===== config.mk =====
export PLATFORM = sky130hd
export DESIGN_NAME = rv_core_ctrl
export DESIGN_NICKNAME = d
export VERILOG_FILES = /design/src/verilog/rv_pkg.sv /design/src/verilog/rv_core_ctrl.sv
export SDC_FILE = /design/constraint.sdc
export NUM_CORES = 1
export LEC_CHECK = 0
export BUFFER_PORTS_ARGS = -buffer_cell sky130_fd_sc_hd__buf_4
export CORE_AREA = 4 4 123 125
export CTS_CLUSTER_DIAMETER = 100
export CTS_CLUSTER_SIZE = 24
export DETAILED_ROUTE_END_ITERATION = 7
export DIE_AREA = 0 0 127 129
export GPL_TIMING_DRIVEN = 0
export PLACE_DENSITY_LB_ADDON = 0.25
export SLEW_MARGIN = 20
export SYNTH_ARGS = -nofsm -noshare
export SYNTH_HDL_FRONTEND = slang
export SYNTH_SLANG_ARGS = --single-unit

===== constraint.sdc =====
create_clock -name CLK -period 5.44 [get_ports CLK]
set_input_delay 1.088 -clock CLK [delete_from_list [all_inputs] [get_ports CLK]]
set_output_delay 1.088 -clock CLK [all_outputs]
set_load 0.01 [all_outputs]

===== src/verilog/rv_pkg.sv =====
package rv_pkg;

    localparam int xlen = 32;  // Fixed by RV32I

    // Major opcodes handled by the core
    typedef enum logic [6:0] {
        op_reg  = 7'b0110011,
        op_imm  = 7'b0010011,
        op_load = 7'b0000011
    } opcode_e;

    // funct3 codes of the OP / OP-IMM groups
    typedef enum logic [2:0] {
        f3_add  = 3'b000,
        f3_sll  = 3'b001,
        f3_slt  = 3'b010,  // Also the LW width code
        f3_sltu = 3'b011,
        f3_xor  = 3'b100,
        f3_sr   = 3'b101,  // SRL or SRA, picked by funct7
        f3_or   = 3'b110,
        f3_and  = 3'b111
    } funct3_e;

    typedef enum logic [3:0] {
        alu_add  = 4'd0,
        alu_sub  = 4'd1,
        alu_sll  = 4'd2,
        alu_slt  = 4'd3,
        alu_sltu = 4'd4,
        alu_xor  = 4'd5,
        alu_srl  = 4'd6,
        alu_sra  = 4'd7,
        alu_or   = 4'd8,
        alu_and  = 4'd9
    } alu_op_e;

    // Host address map, byte addresses
    localparam logic [11:0] imem_base   = 12'h000;  // 0x000-0x3FF
    localparam logic [11:0] dmem_base   = 12'h400;  // 0x400-0x7FF
    localparam logic [11:0] ctrl_addr   = 12'h800;
    localparam logic [11:0] status_addr = 12'h804;
    localparam logic [11:0] pc_addr     = 12'h808;
    localparam logic [11:0] regs_base   = 12'hC00;  // 0xC00-0xC7F

endpackage


===== src/verilog/rv_core_ctrl.sv =====
`timescale 1ns/100ps

module rv_core_ctrl import rv_pkg::*; #(
    parameter int imem_words = 256
) (
    input  logic                          CLK,
    input  logic                          RST,
    input  logic                          run,
    input  logic                          start,
    input  logic [xlen-1:0]               inst,
    input  logic [xlen-1:0]               rs1_data,
    input  logic [xlen-1:0]               rs2_data,
    input  logic [xlen-1:0]               alu_result,
    input  logic [xlen-1:0]               load_data,
    output logic [$clog2(imem_words)-1:0] fetch_addr,
    output logic [xlen-1:0]               pc,
    output logic                          halted,
    output logic                          halt_req,
    output logic [4:0]                    rs1_addr,
    output logic [4:0]                    rs2_addr,
    output alu_op_e                       alu_op,
    output logic [xlen-1:0]               operand_b,
    output logic [xlen-1:0]               load_offset,
    output logic                          rd_we,
    output logic [4:0]                    rd_addr,
    output logic [xlen-1:0]               rd_data
);

    localparam int iaw = $clog2(imem_words);

    opcode_e         opcode;
    funct3_e         funct3;
    logic [6:0]      funct7;
    logic            f7_zero, f7_alt;
    logic            valid, active;
    logic [xlen-1:0] imm;
    logic [iaw-1:0]  pc_word;

    // Plain funct3 to ALU mapping, funct7 variants handled by the caller
    function automatic alu_op_e base_op(funct3_e f);
        case (f)
            f3_sll:  return alu_sll;
            f3_slt:  return alu_slt;
            f3_sltu: return alu_sltu;
            f3_xor:  return alu_xor;
            f3_sr:   return alu_srl;
            f3_or:   return alu_or;
            f3_and:  return alu_and;
            default: return alu_add;
        endcase
    endfunction

    assign opcode   = opcode_e'(inst[6:0]);
    assign funct3   = funct3_e'(inst[14:12]);
    assign funct7   = inst[31:25];
    assign f7_zero  = funct7 == 7'b0000000;
    assign f7_alt   = funct7 == 7'b0100000;  // SUB / SRA marker
    assign imm      = {{20{inst[31]}}, inst[31:20]};
    assign rs1_addr = inst[19:15];
    assign rs2_addr = inst[24:20];
    assign rd_addr  = inst[11:7];

    always_comb begin
        valid  = 1'b0;
        alu_op = alu_add;
        case (opcode)
            op_reg: begin
                if (funct3 == f3_add || funct3 == f3_sr) begin
                    alu_op = (funct3 == f3_add) ? (f7_alt ? alu_sub : alu_add)
                                                : (f7_alt ? alu_sra : alu_srl);
                    valid  = f7_zero | f7_alt;
                end else begin
                    alu_op = base_op(funct3);
                    valid  = f7_zero;
                end
            end
            op_imm: begin
                alu_op = base_op(funct3);
                valid  = 1'b1;
                if (funct3 == f3_sll) begin
                    valid = f7_zero;
                end else if (funct3 == f3_sr) begin
                    alu_op = f7_alt ? alu_sra : alu_srl;
                    valid  = f7_zero | f7_alt;
                end
            end
            op_load: valid = funct3 == f3_slt;  // LW only, narrower loads halt
            default: valid = 1'b0;
        endcase
    end

    // Core is held for the start cycle so pc is cleared first
    assign active   = run & ~halted & ~start;
    assign halt_req = active & ~valid;
    assign rd_we    = active & valid;

    assign operand_b   = (opcode == op_reg) ? rs2_data : imm;
    assign load_offset = imm;
    assign rd_data     = (opcode == op_load) ? load_data : alu_result;

    always_ff @(posedge CLK) begin
        if (RST) begin
            pc_word <= '0;
            halted  <= 1'b0;
        end else if (start) begin
            pc_word <= '0;
            halted  <= 1'b0;
        end else if (active) begin
            if (valid)
                pc_word <= pc_word + 1'b1;  // Wraps past the last word
            else
                halted <= 1'b1;  // pc stays on the offending word
        end
    end

    assign fetch_addr = pc_word;
    assign pc         = xlen'({pc_word, 2'b00});

endmodule


==> flow_summary.ini <==
[routing]
drc_errors = 0
routed_wl_um = 9388
viasPerCell = 3.678
vias = 2582
first_iter_violations = 63
avgRoutedWirePerCell_um = 13.37
antenna_left = 0
firstDrtPassIters = 4

[timing]
fin_crit_sh_pct = 81.74
setup_viol_count_final = 0
rsz0062_at_grt = false
tightest_slew_ps = 671.2
min_period_ps = 4446
skew_ps = 1.639
finalHoldViolations = 0
fmax_mhz = 224.9
slew_violations = 0
slew_headroom_pct = 54.88
fin_tns_setup_ps = 0

[final_layout]
multiInputGateArea_um2 = 1187
layout_common_cells = buf_4 (334), mux2_2 (43), conb_1 (24), a21o_1 (23), nand2_1 (14)
seqCellArea_um2 = 180.2
synthToLayoutAreaGrowth_pct = 120.6
antenna-diode-count = 0
layout_commonest_cell = buf_4
fillers = 1509
fin_util_pct = 30.46
nets = 688
drive_gt1_share_pct = 73.75

[placement]
gp_congestion = 0.7773
place_hpwl_um = 8400
io_buffers = 255

[synthesis]
syn_area_per_cell_um2 = 7.987
syn_area_um2 = 1917
yosysUniqueCellTypes = 36
ys_warn_count = 0
ys_seq_elements = 9
synth-edff-count = 0
synthCells = 240
ys_seq_area_share_pct = 9.399
ys.flop_type = dfxtp_1
synthArstFlopShare_pct = 0

[die]
start_util_pct = 13.81
die_w_um = 127
std_cell_rows = 43
die_area_um2 = 16380
core_region_area_um2 = 13880
die_y_um = 129
io_pins = 322

[setup_path]
cp-start-kind = input port
path_max_fanout = 10
critPathKind = in2out
crit_arrival_ps = 3360
path_cells = buf_4, nor4_2, and3_1, clkbuf_1, clkbuf_1, mux2_2, buf_4
max_stage_delay_ps = 620
slowest_stage = nor4_2
reg2reg_slack_ps = 3610
end_kind = output pin
cp.required_ps = 4350

[clocking]
cts_hold_buf = 0
cts.clk_slew.worst_paths_ps = 40
cts_sinks = 9
htree_levels = 1
post_cts_buffers = 0
cts_tree = built
clockBufferDepth = 2
cts-buffers-inserted = 3
clock_latency_ps = 240
root_buffer = clkbuf_16
cts_resized = 0

[global_route]
grt_max_degree = 24
grt.total_usage_pct = 10.06
grt_pass1_vias = 2623
grt_overflow = 0
grt_pass1_wl_um = 13460
antenna_found_initial = 0

[hold_path]
hp-class = reg2reg

[power_and_ir_drop]
leakagePower_nw = 2.304
powerDensity_nw_per_um2 = 107.9
ir_drop_mv = 0.09375

[flow_run]
drv_cap = 0

[run_status]
status = finished clean
[layer usage]
| metal | part of all wire [%] | global-route usage (%) |
|---|---|---|
| met1 | 34 | 10.43 |
| met2 | 57 | 20.77 |
| met3 | 8.9 | 2.117 |
| met4 | 0.47 | 1.640 |
| met5 | 0 | 0 |
[state kept, by name (all words and copies together) (netlist names)]
register	count
halted	1
fetch_addr	8
[path summary, 6_finish.rpt]
| check | depth (start not counted) | start | endpoint |
|---|---|---|---|
| setup / recovery | 7 | inst[3] | operand_b[6] |
| hold reg to reg | 1 | halted | halted |
| setup reg to reg | 5 | halted | fetch_addr[5] |
| hold / removal | 1 | halted | halted |
[kinds of logic after synthesis]
group                      count (synthesis)  synth area share [%]
buffers and inverters                     92                 33.49
and+or+nand+nor                           46                 12.08
muxes                                     45                 26.31
AOI/OAI and AO/OA                         43                 16.51
DFF                                        9                 9.399
xor gates and xnor gates                   3                 1.371
adders and majority gates                  1                0.6526
other                                      1                0.1956
[through the flow]
step                instance area (µm²)  hold WS (ps)  total power (W)  setup slack [ps]  instances
floorplan                          2003         514.8        0.0001753              1555        263
global placement                   4143         480.1        0.0003237             551.3        698
detailed placement                 4143         504.0        0.0003261             573.3        698
CTS                                4222         522.7        0.0004629             589.7        702
global route                       4228         546.5        0.0004821             758.3        702
finish                             4228         518.1        0.0004562             993.5        702
[Yosys cell counts, drive strengths merged (2+ instances only)]
master | instances | area share [%]
a21boi | 2 | 0.78
nor4 | 2 | 0.65
a21oi | 8 | 2.1
clkbuf | 6 | 1.2
mux2 | 43 | 25
or3 | 2 | 0.65
a211oi | 2 | 0.78
a21o | 23 | 9.0
or4 | 2 | 0.98
buf | 83 | 32
nand4 | 2 | 0.65
o21ai | 3 | 0.78
nand3 | 2 | 0.52
o21a | 2 | 0.78
dfxtp | 9 | 9.4
mux2i | 2 | 1.0
nand2 | 14 | 2.7
nor2b | 4 | 1.3
and3 | 2 | 0.65
inv | 3 | 0.59
xnor2 | 2 | 0.91
nor2 | 11 | 2.2
[area by class of cell]
cell class,instances,share of cell area [%]
inverters,3,0.2664
plain buffers,89,14.92
clock buffers,4,1.864
well taps,180,5.327
multi-input cells,162,28.09
flip-flops and latches,9,4.262
repair buffers,255,45.28
[power breakdown]
part / leakage, nW / internal [W] / switching, W
logic: 2.19 / 0.000162 / 0.0000937
clock network: 0.0382 / 0.0000982 / 0.0000349
registers: 0.0726 / 0.0000666 / 0.000000319
total: 2.30 / 0.000327 / 0.000129
[critical path, delay by kind of cell]
kind	cells	cell delay, ps
buffers and inverters	4	1000
muxes	1	410
and+or+nand+nor	2	860
Note: power is estimated with default switching activity, not from simulation.
