<file path="src/verilog/rv_pkg.sv">
package rv_pkg;

    localparam int xlen = 32;  // Fixed by RV32I

    // Major opcodes handled by the core
    typedef enum logic [6:0] {
        op_reg  = 7'b0110011,
        op_imm  = 7'b0010011,
        op_load = 7'b0000011
    } opcode_e;

    // funct3 codes of the OP / OP-IMM groups
    typedef enum logic [2:0] {
        f3_add  = 3'b000,
        f3_sll  = 3'b001,
        f3_slt  = 3'b010,  // Also the LW width code
        f3_sltu = 3'b011,
        f3_xor  = 3'b100,
        f3_sr   = 3'b101,  // SRL or SRA, picked by funct7
        f3_or   = 3'b110,
        f3_and  = 3'b111
    } funct3_e;

    typedef enum logic [3:0] {
        alu_add  = 4'd0,
        alu_sub  = 4'd1,
        alu_sll  = 4'd2,
        alu_slt  = 4'd3,
        alu_sltu = 4'd4,
        alu_xor  = 4'd5,
        alu_srl  = 4'd6,
        alu_sra  = 4'd7,
        alu_or   = 4'd8,
        alu_and  = 4'd9
    } alu_op_e;

    // Host address map, byte addresses
    localparam logic [11:0] imem_base   = 12'h000;  // 0x000-0x3FF
    localparam logic [11:0] dmem_base   = 12'h400;  // 0x400-0x7FF
    localparam logic [11:0] ctrl_addr   = 12'h800;
    localparam logic [11:0] status_addr = 12'h804;
    localparam logic [11:0] pc_addr     = 12'h808;
    localparam logic [11:0] regs_base   = 12'hC00;  // 0xC00-0xC7F

endpackage

</file>
<file path="src/verilog/rv_host_apb.sv">
`timescale 1ns/100ps

module rv_host_apb import rv_pkg::*; #(
    parameter int imem_words = 256,
    parameter int dmem_words = 256
) (
    input  logic                          CLK,
    input  logic                          RST,
    input  logic                          psel,
    input  logic                          penable,
    input  logic                          pwrite,
    input  logic [11:0]                   paddr,
    input  logic [xlen-1:0]               pwdata,
    output logic                          pready,
    output logic [xlen-1:0]               prdata,
    output logic                          pslverr,
    input  logic                          halted,
    input  logic [xlen-1:0]               pc,
    input  logic [xlen-1:0]               host_rdata,
    input  logic [xlen-1:0]               dmem_rdata,
    input  logic                          halt_req,
    output logic                          imem_we,
    output logic [$clog2(imem_words)-1:0] imem_waddr,
    output logic [xlen-1:0]               imem_wdata,
    output logic                          dmem_we,
    output logic [$clog2(dmem_words)-1:0] dmem_waddr,
    output logic [xlen-1:0]               dmem_wdata,
    output logic [$clog2(dmem_words)-1:0] dmem_raddr,
    output logic [4:0]                    reg_raddr,
    output logic                          run,
    output logic                          start
);

    localparam int iaw = $clog2(imem_words);
    localparam int daw = $clog2(dmem_words);

    logic            setup, access, wr_ok, ctrl_we;
    logic            in_imem, in_dmem, is_ctrl, is_status, is_pc, in_regs;
    logic            mapped, err;
    logic [xlen-1:0] rd_mux;

    assign setup  = psel & ~penable;
    assign access = psel & penable;
    assign pready = 1'b1;  // Never any wait states

    // Window decode, word index must fall inside the sized memory
    assign in_imem   = (paddr[11:10] == imem_base[11:10]) && (32'(paddr[9:2]) < imem_words);
    assign in_dmem   = (paddr[11:10] == dmem_base[11:10]) && (32'(paddr[9:2]) < dmem_words);
    assign is_ctrl   = paddr == ctrl_addr;
    assign is_status = paddr == status_addr;
    assign is_pc     = paddr == pc_addr;
    assign in_regs   = paddr[11:7] == regs_base[11:7];
    assign mapped    = in_imem | in_dmem | is_ctrl | is_status | is_pc | in_regs;

    assign err = (paddr[1:0] != 2'b00) || !mapped
              || (pwrite && (is_status || is_pc || in_regs))  // Read-only locations
              || (pwrite && in_imem && run);                  // Program locked while running

    // Instruction memory has no host read path, reads there give zero
    always_comb begin
        if (in_dmem)        rd_mux = dmem_rdata;
        else if (is_ctrl)   rd_mux = xlen'(run);
        else if (is_status) rd_mux = xlen'(halted);
        else if (is_pc)     rd_mux = pc;
        else if (in_regs)   rd_mux = host_rdata;
        else                rd_mux = '0;
    end

    // Response is captured at the end of setup, valid through access
    always_ff @(posedge CLK) begin
        if (RST) begin
            prdata  <= '0;
            pslverr <= 1'b0;
        end else if (setup) begin
            pslverr <= err;
            prdata  <= (err || pwrite) ? '0 : rd_mux;
        end
    end

    assign wr_ok   = access & pwrite & ~pslverr;  // Failed writes are dropped
    assign imem_we = wr_ok & in_imem;
    assign dmem_we = wr_ok & in_dmem;
    assign ctrl_we = wr_ok & is_ctrl;

    assign imem_waddr = paddr[iaw+1:2];
    assign imem_wdata = pwdata;
    assign dmem_waddr = paddr[daw+1:2];
    assign dmem_wdata = pwdata;
    assign dmem_raddr = paddr[daw+1:2];
    assign reg_raddr  = paddr[6:2];

    always_ff @(posedge CLK) begin
        if (RST) begin
            run   <= 1'b0;
            start <= 1'b0;
        end else begin
            start <= 1'b0;
            if (ctrl_we) begin
                if (pwdata[0] && !run) begin
                    run   <= 1'b1;
                    start <= 1'b1;  // Restart from address 0
                end else if (!pwdata[0]) begin
                    run <= 1'b0;
                end
            end
            if (halt_req)
                run <= 1'b0;  // Core hit an unsupported instruction
        end
    end

endmodule

</file>
<file path="config.mk">
export PLATFORM = sky130hd
export DESIGN_NAME = rv_host_apb
export DESIGN_NICKNAME = d
export VERILOG_FILES = /design/src/verilog/rv_pkg.sv /design/src/verilog/rv_host_apb.sv
export SDC_FILE = /design/constraint.sdc
export NUM_CORES = 1
export LEC_CHECK = 0
export ABC_AREA = 1
export BUFFER_PORTS_ARGS = -buffer_cell sky130_fd_sc_hd__buf_2
export CAP_MARGIN = 20
export CORE_AREA = 2 2 108 110
export CTS_BUF_LIST = sky130_fd_sc_hd__clkbuf_8
export DETAILED_ROUTE_END_ITERATION = 10
export DIE_AREA = 0 0 110 112
export PLACE_DENSITY = 0.7
export SKIP_CTS_REPAIR_TIMING = 1
export SYNTH_ARGS = -nofsm -noshare
export SYNTH_HDL_FRONTEND = slang
export SYNTH_SLANG_ARGS = --single-unit
</file>
<file path="constraint.sdc">
create_clock -name CLK -period 4.4 [get_ports CLK]
set_clock_uncertainty 0.1 [all_clocks]
set_input_delay 0.44 -clock CLK [delete_from_list [all_inputs] [get_ports CLK]]
set_output_delay 0.44 -clock CLK [all_outputs]
set_load 0.05 [all_outputs]
</file>
==> out/qor.csv <==
metric,value,unit
list of most frequent post-synthesis cells,"134 x sky130_fd_sc_hd__nand3_1, 95 x sky130_fd_sc_hd__buf_4, 44 x sky130_fd_sc_hd__nand2_1, 35 x sky130_fd_sc_hd__dfxtp_1, 29 x sky130_fd_sc_hd__nand3_2",
Clock Root Buffer,sky130_fd_sc_hd__clkbuf_8,
TritonCTS sink count,35,
number of buffers on the longest clock path,2,
Inserted Diodes,0,
Placed Instance Area,0.00346,mm²
via count normalized by instance count,4.75,
CTS clock-pin slew for the worst setup and hold paths,0.08,ns
summed area of non-filler cells in the final layout,0.00357,mm²
Yosys warning count,0,
number of antenna violations at the first check in global routing,0,
Post-Syn Nets,593,
standby leakage power,1.60,nW
post-layout util,0.319,
pwr dens,214,mW/mm²
number of global-route vias before repair,3021,
Worst-Margin Slew,0.983,ns
final weighted congestion in routability-driven placement,0.748,
startpoint of the worst-slack reg-to-reg timing path,run,
leading post-synthesis cells by cell area,"sky130_fd_sc_hd__buf_4 22%, sky130_fd_sc_hd__dfxtp_1 22%, sky130_fd_sc_hd__nand3_1 21%",
IO Port Bufs,183,
critical path arrival,2.78,ns
logic depth of the worst register-to-register path,5,
Mapped Cells,446,
"Min Clock Period, post-route",2.67,ns
largest net degree at the start of global routing,37,
Crit Path Max Fanout,34,
Post-Syn Area per Cell,7.16,µm²
worst min-delay path startpoint,halt_req,
TritonCTS clock tree,done,
Worst-Skew Late Latency,0.28,ns
final-report hold violation count,0,
Max-cap violations,0,
FMAX,0.375,GHz
total grt overflow,0,
Hold Crit Depth,3,
number of buffers inserted during clock tree synthesis,5,
height of the chip,112,µm
most frequently used cell type in the post-synthesis netlist,sky130_fd_sc_hd__nand3_1,
sequential-to-total area share from yosys stat,0.220,
layout cell share with drive strength beyond 1,0.515,
final count of negative-setup-slack endpoints,0,
unrepaired setup endpoints after global routing,no,
relative slew slack,0.341,
hold endpoint,run,
library cell with the largest summed area after synthesis,sky130_fd_sc_hd__buf_4,
dpl hpwl,6740,µm
Setup Crit Path Kind,in -> reg,
total negative slack for setup checks,0,ns
tightest hold margin,0.297,ns
Die ar.,0.0123,mm²
P&R area growth vs syn,11.8,%
row count,39,
data required time at the worst endpoint,4.51,ns
proportion of netlist area held by the largest area contributor,0.223,
H-tree levels,2,
detailed-route DRC error count,0,
worst setup path start,paddr[8],
Pre-antenna DRT Iters,4,
result of the run,completed,
vias post-DR,3127,
highest ir drop seen on vdd,0.0984,mV
post-route antenna net violation count,0,
Post-Layout Cell Count,658,
worst flop-to-flop path endpoint,prdata[16],
per-cell routed wire length,14.4,µm
netlist area before placement,0.00319,mm²
# nets final,661,
distinct cell type count after synthesis,25,
share of flip-flops with an asynchronous set or reset,0,
final worst path period share,0.607,
Die Wd,110,µm
count of state elements after synthesis,35,
area of the core region,0.0112,mm²
endpoint class of the critical path,flop,
Worst setup SP type,input port,
reg2reg setup slack,2.72,ns
starting density of the core,0.286,
Total Routing Usage GR,0.150,
DRC marker count from the first detailed-route iteration,161,
fin. max-slew vios,0,
global-route wire length before repair,14800,µm
"Top FF cell, synth",sky130_fd_sc_hd__dfxtp_1,
total wire length after detailed routing,9470,µm
number of enable-type register cells in the synthesized netlist,0,
number of instances in the placed design,649,
type of the tightest min-delay check,in -> reg,
I/O pin count,278,
==> report_power, final <==
part / switching (mW) / internal, mW
sequential: 0.000844 / 0.318
combinational: 0.151 / 0.0657
clock: 0.122 / 0.107
==> cell type report <==
class	count	area, µm²
fillers	1248	7610
multi-input cells	272	1590
repair buffers	187	966
flip-flops and latches	35	701
well taps	143	179
clock buffers	5	68.8
inverters	13	48.8
clock inverters	3	12.5
==> per-stage QoR <==
step / power [mW] / setup slack (ns)
after global placement: 0.540 / 1.50
after CTS: 0.778 / 1.70
after global routing: 0.805 / 1.49
after floorplan: 0.628 / 1.97
after detailed placement: 0.541 / 1.40
final: 0.763 / 1.73
==> sequential cells by signal, summed over array words and instances (netlist names) <==
register and flops:
prdata 32, start 1, pslverr 1, run 1
==> cells in the final DEF (no fill, tap or decap) <==
cell                       Yosys  routed
sky130_fd_sc_hd__nand3_1     134     134
sky130_fd_sc_hd__nor2_8        1       1
sky130_fd_sc_hd__nor2_2        3       4
sky130_fd_sc_hd__nor2_4        1       1
sky130_fd_sc_hd__nand2_1      44      44
sky130_fd_sc_hd__a21oi_2      28      28
sky130_fd_sc_hd__clkinv_2      0       1
sky130_fd_sc_hd__a21oi_1       6       6
sky130_fd_sc_hd__nand3b_1      2       2
sky130_fd_sc_hd__nor3_1        6       5
sky130_fd_sc_hd__nor2_1       10       9
sky130_fd_sc_hd__nand2_2       3       3
sky130_fd_sc_hd__o21ai_2       1       1
sky130_fd_sc_hd__clkbuf_8      0       5
sky130_fd_sc_hd__inv_1        11      12
sky130_fd_sc_hd__nor3_2        0       1
sky130_fd_sc_hd__buf_2         5     183
sky130_fd_sc_hd__or2_2         1       1
sky130_fd_sc_hd__buf_4        95       3
sky130_fd_sc_hd__o31ai_1       1       1
sky130_fd_sc_hd__conb_1        1       1
sky130_fd_sc_hd__o21ai_0       1       1
sky130_fd_sc_hd__dfxtp_1      35      35
sky130_fd_sc_hd__buf_16        0       1
sky130_fd_sc_hd__inv_2         2       3
sky130_fd_sc_hd__nand3_2      29      29
==> critical path, stage by stage <==
cell and delay [ns]:
sky130_fd_sc_hd__buf_2 0.12, sky130_fd_sc_hd__nor2_2 0.09, sky130_fd_sc_hd__buf_4 0.35, sky130_fd_sc_hd__nand2_2 0.14, sky130_fd_sc_hd__inv_2 0.45, sky130_fd_sc_hd__nand3b_1 0.14
sky130_fd_sc_hd__nand2_1 0.09, sky130_fd_sc_hd__nor2_2 0.06, sky130_fd_sc_hd__nor2_8 0.55, sky130_fd_sc_hd__nand3_1 0.14, sky130_fd_sc_hd__a21oi_1 0.18
==> cell families after synthesis <==
kind of cell | count (synthesis) | synth area share
AND/OR/NAND/NOR | 234 | 0.402
other | 1 | 0.00117
buffers and inverters | 139 | 0.284
flip-flops | 35 | 0.220
AO/OA/AOI/OAI | 37 | 0.0929
==> worst max-delay path by stage <==
stage                  to  slack (ns)  depth (start not counted)
6_report       prdata[16]        1.73                         11
5_1_grt        prdata[16]        1.49                         11
4_1_cts        prdata[16]        1.70                         11
3_5_place_dp   prdata[16]        1.40                         11
3_3_place_gp   prdata[16]        1.50                         11
2_1_floorplan     imem_we        1.97                          3
==> metal layers <==
metal	global-route usage	part of all wire	vias to the layer above
met2	0.265	0.51	125
met3	0.0357	0.073	12
met1	0.182	0.41	1442
li1	-	-	1548
met4	0.0321	0.0090	0
met5	0	0	-
Note: power is estimated with default switching activity, not from simulation.
