<file path="src/verilog/rv_pkg.sv">
package rv_pkg;

    localparam int xlen = 32;  // Fixed by RV32I

    // Major opcodes handled by the core
    typedef enum logic [6:0] {
        op_reg  = 7'b0110011,
        op_imm  = 7'b0010011,
        op_load = 7'b0000011
    } opcode_e;

    // funct3 codes of the OP / OP-IMM groups
    typedef enum logic [2:0] {
        f3_add  = 3'b000,
        f3_sll  = 3'b001,
        f3_slt  = 3'b010,  // Also the LW width code
        f3_sltu = 3'b011,
        f3_xor  = 3'b100,
        f3_sr   = 3'b101,  // SRL or SRA, picked by funct7
        f3_or   = 3'b110,
        f3_and  = 3'b111
    } funct3_e;

    typedef enum logic [3:0] {
        alu_add  = 4'd0,
        alu_sub  = 4'd1,
        alu_sll  = 4'd2,
        alu_slt  = 4'd3,
        alu_sltu = 4'd4,
        alu_xor  = 4'd5,
        alu_srl  = 4'd6,
        alu_sra  = 4'd7,
        alu_or   = 4'd8,
        alu_and  = 4'd9
    } alu_op_e;

    // Host address map, byte addresses
    localparam logic [11:0] imem_base   = 12'h000;  // 0x000-0x3FF
    localparam logic [11:0] dmem_base   = 12'h400;  // 0x400-0x7FF
    localparam logic [11:0] ctrl_addr   = 12'h800;
    localparam logic [11:0] status_addr = 12'h804;
    localparam logic [11:0] pc_addr     = 12'h808;
    localparam logic [11:0] regs_base   = 12'hC00;  // 0xC00-0xC7F

endpackage

</file>
<file path="src/verilog/rv_int_alu.sv">
`timescale 1ns/100ps

module rv_int_alu import rv_pkg::*; (
    input  alu_op_e         alu_op,
    input  logic [xlen-1:0] operand_a,
    input  logic [xlen-1:0] operand_b,
    output logic [xlen-1:0] alu_result
);

    logic [4:0] shamt;

    assign shamt = operand_b[4:0];  // RV32 shifts use 5 bits only

    always_comb begin
        case (alu_op)
            alu_add:  alu_result = operand_a + operand_b;
            alu_sub:  alu_result = operand_a - operand_b;
            alu_sll:  alu_result = operand_a << shamt;
            alu_slt:  alu_result = xlen'($signed(operand_a) < $signed(operand_b));
            alu_sltu: alu_result = xlen'(operand_a < operand_b);
            alu_xor:  alu_result = operand_a ^ operand_b;
            alu_srl:  alu_result = operand_a >> shamt;
            alu_sra:  alu_result = $signed(operand_a) >>> shamt;  // Sign fill
            alu_or:   alu_result = operand_a | operand_b;
            alu_and:  alu_result = operand_a & operand_b;
            default:  alu_result = '0;
        endcase
    end

endmodule

</file>
<file path="config.mk">
export PLATFORM = sky130hd
export DESIGN_NAME = rv_int_alu
export DESIGN_NICKNAME = d
export VERILOG_FILES = /design/src/verilog/rv_pkg.sv /design/src/verilog/rv_int_alu.sv
export SDC_FILE = /design/constraint.sdc
export NUM_CORES = 1
export LEC_CHECK = 0
export BUFFER_PORTS_ARGS = -buffer_cell sky130_fd_sc_hd__buf_2
export CAP_MARGIN = 30
export CORE_MARGIN = 5
export CORE_UTILIZATION = 30
export DETAILED_ROUTE_END_ITERATION = 10
export SETUP_SLACK_MARGIN = 0.1
export SYNTH_ARGS = -nofsm -noshare
export SYNTH_HDL_FRONTEND = slang
export SYNTH_SLANG_ARGS = --single-unit
</file>
<file path="constraint.sdc">
create_clock -name vclk -period 6.4
set_clock_uncertainty 0.05 [all_clocks]
set_input_delay 0.64 -clock vclk [all_inputs]
set_output_delay 0.64 -clock vclk [all_outputs]
set_load 0.05 [all_outputs]
</file>
==> flow_summary.toml, run 1 <==
[status]
status = "completed"

[timing]
layout_min_cycle_time_ps = 4980
fmax_mhz = 201
slew_violations = 0
fin_tns_setup_ps = 0
setup_violations = 0
max_slew_margin_pct = 51.4
tightest_slew_ps = 729
hold-worst-slack_ps = 1890
setup_ws_ps = 1420
rsz0062_at_grt = "false"
finalHoldViolCount = 0
min_period_over_period_pct = 77.8

[worst_setup_path]
critPathSlowestCell = "fa_1"
cp.arrival_ps = 4290
crit_buf_inv = 3
path_cells = "buf_4, ha_1, inv_1, fa_1, nor2b_1, o2111ai_1, a31oi_1, o21ai_0, a21oi_1, a211oi_1, o31a_1, a31oi_1, xnor2_1, o221ai_1, buf_2"
crit_fanout = 38
cp_top_family = "compound AO/OA/AOI/OAI gates"
crit_start = "operand_b[0]"
crit_type = "in2out"
end_kind = "primary output"
crit_required_ps = 5710
start_kind = "input pin"
slowest_delay_ps = 400
crit_top_cell = "a31oi_1"

[die]
row_count = 60
dieWidth_um = 174
start_util_pct = 30.2
die_y_um = 174
dieArea_mm2 = 0.0303
boundaryPins = 100
core_area_mm2 = 0.0267

[logic_synthesis]
syn_inst = 1287
seq_area_frac_synth_pct = 0
yosysWarnings = 0
synth_most_common_cell = "nor2_1"
synthTopCellsByCount = "nor2_1 (184), o21ai_0 (133), a21oi_1 (129)"
synth_area_leaders = "ha_1 (15%), nor2_1 (8.6%), o21ai_0 (8.3%)"
syn_area_mm2 = 0.00806
synth_top_area_cell = "ha_1"
synth_top_area_share_pct = 15.4
syn_nets = 1456
synthDistinctLibCells = 78
avgSynthCellArea_um2 = 6.27

[global_routing]
grt_pass1_wl_um = 60600
grt_usage_pct = 25.2
overflow = 0
grt_max_degree = 72
grt_pass1_vias = 9643
antenna_found_initial = 0

[cells_and_area]
clkbuf_count = 0
final_net_count = 1484
flops_and_latches = 0
seq_area_um2 = 0
final_cells = 1654
final_layout_size_suffix_gt1_share_pct = 12.5
num_antenna_cells = 0
syn_to_final_growth_pct = 8.78

[placed_design]
place_congestion = 1.01
dp_slack_ps = 1490
port_buffers = 100
hpwl_um = 32100
numPlacedInstances = 1654

[power]
netSwitchingFraction_pct = 69.1
leakagePower_nw = 3.96
power_frac_clock_pct = 0
ir_worst_vdd_v = 0.0000664
power_density_mw_per_mm2 = 103
p_comb_share_pct = 100.0
power_frac_seq_pct = 0
p_int_mw = 0.280
power_switching_mw = 0.625

[routing]
ant_nets = 0
via_count = 10350
drt_iter0_drc = 1214
routed_wl_um = 40900
first_pass_iters = 6
vias_per_cell = 6.26
wl_per_cell_um = 24.7
drc_errors = 0

[min_path]
hold_path_class = "in2out"
hp-start = "operand_b[5]"

[cts]
cts_hold_buf = 0
post_cts_buffers = 0
cts_resized = 0

[run]
max-cap-violations = 0
## cell families (layout without fill, tap and decap cells)
kind of cell | count (synthesis) | after routing | synth area share [%]
multiplexers | 70 | 70 | 9.64
adder cells (fa/ha/maj) | 101 | 101 | 15.9
XOR/XNOR | 19 | 19 | 2.06
AND/OR/NAND/NOR | 415 | 415 | 23.0
buffers and inverters | 190 | 216 | 9.43
AO/OA/AOI/OAI | 492 | 492 | 40.0
## cell type report
class	instances	area, µm²
well taps	341	427
fillers	3018	18000
inverters	90	338
repair buffers	126	696
multi-input cells	1097	7310
## final timing paths
kind,end,slack (ps),depth (start not counted)
worst max-delay path,alu_result[28],1420,15
worst min-delay path,alu_result[5],1890,5
## metal layers
metal | routed length (µm) | part of all wire, % | vias up | track usage [%]
met5 | 0 | 0 | - | 0
li1 | - | - | 4742 | -
met4 | 1500 | 3.7 | 0 | 7.32
met2 | 18100 | 44 | 678 | 40.0
met1 | 17300 | 42 | 4852 | 35.9
met3 | 3930 | 9.6 | 78 | 2.96
## cell usage in the layout, fill, tap and decap left out, types with 26 or more instances in the layout
cell type  synthesis  final
a21oi_1          129    129
buf_2             20    100
buf_4              2     26
ha_1              99     99
inv_1             89     88
mux2i_1           54     54
nand2_1          104    104
nor2_1           184    183
nor3_1            27     27
o211ai_1          27     27
o21ai_0          133    133
## per-stage QoR
step | cell area (µm²) | power (mW) | util, %
2_1_floorplan | 8060 | 0.612 | -
3_3_place_gp | 8770 | 0.884 | 32.8
3_5_place_dp | 8770 | 0.878 | 32.8
4_1_cts | 8770 | 0.882 | 32.8
5_1_grt | 8770 | 0.965 | 32.8
6_report | 8770 | 0.905 | 32.8
## tightest hold or removal path, stage by stage
cell	delay, ps
buf_2	110
inv_1	70
ha_1	140
o2111ai_1	120
buf_2	230
## power by group through the flow
stage	Combinational, mW	Clock (mW)	Sequential, mW
detailed placement	0.878	0	0
finish	0.905	0	0
floorplan	0.612	0	0
global route	0.965	0	0
global placement	0.884	0	0
CTS	0.882	0	0
Power figures use the tool's default switching activity.
==> run 2: changes to the inputs <==
- ABC_AREA: not set -> 1
- clock period: 6.4 -> 5 ns (I/O delays scaled with it)
==> run 2 against run 1 <==
Against the previous run:
- worst setup slack got worse by 480 ps
- flip-flop and latch count unchanged
- worst hold slack got worse by 350 ps
- non-clock buffer count decreased by 11
- via count increased by 36%
- routed wire length increased by 34%
- die area increased by 23%
- utilization decreased by 0.63 points
- cell area increased by 22%
- power increased by 39%
- critical path type unchanged
==> flow_summary.toml, run 2 <==
[status]
status = "completed"

[routing]
drt_iter0_drc = 1772
wl_per_cell_um = 21.6
first_pass_iters = 7
via_count = 14085
ant_nets = 0
vias_per_cell = 5.55
routed_wl_um = 54700
drc_errors = 0

[logic_synthesis]
syn_inst = 2063
synthDistinctLibCells = 47
synth_top_area_cell = "nand2_1"
synth_area_leaders = "nand2_1 (26%), nand3_1 (19%), ha_1 (12%)"
synth_most_common_cell = "nand2_1"
yosysWarnings = 0
seq_area_frac_synth_pct = 0
synthTopCellsByCount = "nand2_1 (698), nand3_1 (389), inv_1 (285)"
syn_nets = 2232
syn_area_mm2 = 0.0100
synth_top_area_share_pct = 26.1
avgSynthCellArea_um2 = 4.87

[worst_setup_path]
critPathSlowestCell = "buf_2"
path_cells = "buf_2, ha_1, inv_1, fa_1, nor2_1, nor2_1, o21bai_2, nand2_1, nand2_1, nand2_1, nand3_1, o21ai_0, inv_1, nand2_1, buf_2"
start_kind = "input pin"
crit_type = "in2out"
crit_required_ps = 4450
end_kind = "primary output"
crit_fanout = 35
cp.arrival_ps = 3510
crit_top_cell = "nand2_1"
slowest_delay_ps = 650

[die]
dieWidth_um = 193
start_util_pct = 30.2
row_count = 67
core_area_mm2 = 0.0333
boundaryPins = 100
die_y_um = 193
dieArea_mm2 = 0.0372

[global_routing]
grt_usage_pct = 28.0
overflow = 0
grt_max_degree = 72
grt_pass1_vias = 12966
antenna_found_initial = 0
grt_pass1_wl_um = 78900

[cts]
post_cts_buffers = 0
cts_hold_buf = 0
cts_resized = 0

[power]
leakagePower_nw = 6.10
ir_worst_vdd_v = 0.0000647
power_density_mw_per_mm2 = 118
finalPower_mw = 1.26

[cells_and_area]
clkbuf_count = 0
most-common-layout-cells = "nand2_1 (698), nand3_1 (389), inv_1 (285), nor2_1 (164), buf_2 (100)"
layout_commonest_cell = "nand2_1"
num_antenna_cells = 0
flops_and_latches = 0
syn_to_final_growth_pct = 6.74
final_net_count = 2260
seq_area_um2 = 0
final_layout_size_suffix_gt1_share_pct = 7.08

[timing]
max_slew_margin_pct = 42.1
layout_min_cycle_time_ps = 4060
slew_violations = 0
tightest_slew_ps = 869
finalHoldViolCount = 0
hold-worst-slack_ps = 1540
fin_tns_setup_ps = 0
fmax_mhz = 246
min_period_over_period_pct = 81.2
rsz0062_at_grt = "false"
setup_violations = 0

[placed_design]
port_buffers = 100
hpwl_um = 46000
place_congestion = 1.02

[run]
max-cap-violations = 0

[min_path]
hold_path_class = "in2out"
-- run 2: changes by cell type after synthesis, moves of 22 or more --
cell      before  now
a21oi_1      129   85
nand2_1      104  698
mux2i_1       54    1
inv_1         89  285
buf_2         20   48
nand4_1        1   35
o21ai_0      133   65
nand3_1       25  389
a21o_1        24    2
clkbuf_1      59   12
-- run 2: worst paths after layout --
check	startpoint	to	slack [ps]	cells past startpoint
setup / recovery	operand_b[0]	alu_result[14]	940	15
hold / removal	alu_op[1]	alu_result[0]	1540	6
-- run 2: kinds of logic after synthesis --
logic type               Yosys count  synth area share [%]
AND/OR/NAND/NOR                 1335                  56.9
buffers and inverters            386                  16.1
AO/OA/AOI/OAI                    237                  13.8
XOR/XNOR                           3                 0.262
adder cells (fa/ha/maj)          101                  12.7
multiplexers                       1                0.0997
-- run 2: routing by layer --
metal | share of wire [%] | global-route usage, %
met1 | 42 | 37.2
met2 | 47 | 48.3
met3 | 7.6 | 1.66
met4 | 4.3 | 9.56
met5 | 0 | 0
-- run 2: where the power goes --
part | leakage [nW] | total (mW) | switching [mW] | internal, mW
Sequential | 0 | 0 | 0 | 0
Combinational | 6.10 | 1.26 | 0.936 | 0.325
Clock | 0 | 0 | 0 | 0
Total | 6.10 | 1.26 | 0.936 | 0.325
-- run 2: area by class of cell --
type	count	area, µm²
fillers	3969	22600
inverters	297	1120
multi-input cells	1677	8420
well taps	448	561
repair buffers	115	613
-- run 2: critical path, delay by kind of cell --
family / cells / cell delay [ps]
adders and majority gates: 2 / 800
AOI/OAI and AO/OA: 2 / 420
buffers and inverters: 4 / 1070
and+or+nand+nor: 7 / 690
-- run 2: through the flow --
stage          util, %  instances  worst slack [ps]  instance area (µm²)
2_1_floorplan        -       2063              1600                10000
3_3_place_gp      32.2       2537              1060                10700
3_5_place_dp      32.2       2537              1040                10700
4_1_cts           32.2       2537              1030                10700
5_1_grt           32.2       2537               712                10700
6_report          32.2       2537               942                10700
==> run 3: changes to the inputs <==
- ABC_AREA: 1 -> 0
- clock period: 5 -> 3.6 ns (I/O delays scaled with it)
==> run 3 against run 2 <==
Against the previous run:
- the flow now finishes with violations (setup timing)
- worst setup slack worse by 1100 ps
- critical path depth is 1 lower
- via count shrank 19%
- utilization is 12 points higher
- sequential share of layout area unchanged
- die area decreased by 19%
- non-clock buffer count up 276
- flip-flop and latch count did not move
- final cell count down 24%
- power increased by 71%
- worst hold slack lost 220 ps
- combinational power is 71% higher
- critical endpoint is now alu_result[28]
- largest cell class unchanged
- largest power group unchanged
==> flow_summary.toml, run 3 (synthesis results as in run 1) <==
[status]
status = "complete, but fails checks"
violations = "setup timing"

[routing]
ant_nets = 0
first_pass_iters = 5
drt_iter0_drc = 1335
wl_per_cell_um = 22.7
drc_errors = 0
routed_wl_um = 43500
vias_per_cell = 5.96
via_count = 11434

[worst_setup_path]
cp.arrival_ps = 3300
path_cells = "buf_2, inv_1, ha_1, buf_4, or3_1, nor3_2, o21ai_4, a41o_1, o31ai_4, a31oi_1, xnor2_1, buf_4, o221ai_4, buf_6"
end_kind = "primary output"
cp_top_family = "compound AO/OA/AOI/OAI gates"
critPathSlowestCell = "or3_1"
crit_required_ps = 3190
crit_fanout = 5
crit_type = "in2out"
start_kind = "input pin"
crit_buf_inv = 5
crit_top_cell = "buf_4"
slowest_delay_ps = 400

[cells_and_area]
num_antenna_cells = 0
flops_and_latches = 0
final_layout_size_suffix_gt1_share_pct = 34.7
most-common-layout-cells = "buf_4 (281), nor2_1 (179), a21oi_1 (118), o21ai_0 (115), nand2_1 (103)"
final_net_count = 1749
syn_to_final_growth_pct = 48.0
seq_area_um2 = 0
clkbuf_count = 0
fillerInstances = 2807
layout_commonest_cell = "buf_4"
final_cells = 1919
post-route-cell-area_mm2 = 0.0119

[global_routing]
grt_max_degree = 71
grt_pass1_vias = 10804
overflow = 0
antenna_found_initial = 1
grt_pass1_wl_um = 64400
grt_usage_pct = 26.7

[timing]
setup_ws_ps = -115
hold-worst-slack_ps = 1320
slew_violations = 0
finalHoldViolCount = 0
fmax_mhz = 269
fin_tns_setup_ps = -516
setup_violations = 8
min_period_over_period_pct = 103
layout_min_cycle_time_ps = 3710
rsz0062_at_grt = "true"
max_slew_margin_pct = 41.8
tightest_slew_ps = 862

[run]
max-cap-violations = 0

[placed_design]
numPlacedInstances = 1897
place_congestion = 1.05
dp_slack_ps = -478
port_buffers = 100
hpwl_um = 34300
dpl-instance-area_mm2 = 0.0109

[cts]
cts_hold_buf = 0

[min_path]
hold_path_class = "in2out"

[die]
dieWidth_um = 174
row_count = 60
core_area_mm2 = 0.0267
dieArea_mm2 = 0.0303
die_y_um = 174
start_util_pct = 30.2
boundaryPins = 100

[power]
leakagePower_nw = 5.46
ir_worst_vdd_v = 0.000110
power_density_mw_per_mm2 = 181
==> run 3: report_power, final <==
part	internal, mW	total [mW]	switching (mW)
Clock	0	0	0
Combinational	0.884	2.16	1.27
Sequential	0	0	0
Total	0.884	2.16	1.27
==> run 3: worst paths after layout <==
kind	slack, ps	end	cells after the start	from
hold / removal	1320	alu_result[31]	5	operand_b[31]
setup / recovery	-110	alu_result[28]	14	operand_a[13]
==> run 3: worst min-delay path, delay by kind of cell <==
family / cells / cell delay (ps)
buffers and inverters: 2 / 310
adder cells (fa/ha/maj): 1 / 140
AO/OA/AOI/OAI: 2 / 190
==> run 3: what timing repair did <==
action,CTS,global route
buffers inserted,16,5
setup endpoints to repair,21,23
resized for setup,126,71
pin swaps,60,21
gates cloned,0,1
==> run 3: routing by layer <==
metal	routed length [µm]	GRT usage, %	vias to the layer above
met3	4040	3.41	81
met1	18200	36.5	5428
met5	13	0	-
met4	1700	8.48	2
li1	-	-	5282
met2	19500	43.5	641
==> run 3: metrics by stage <==
step	util [%]	total power, mW
after global routing	44.7	2.28
after global placement	40.7	1.88
final	44.7	2.16
after CTS	43.3	2.03
after detailed placement	40.7	1.89
after floorplan	-	1.15
==> run 3: area by class of cell <==
class	count	area, µm²	share of cell area [%]
timing repair buffer	391	2980	25.0
tap	341	427	3.57
inverter	90	378	3.17
multi-input combinational	1097	8150	68.3
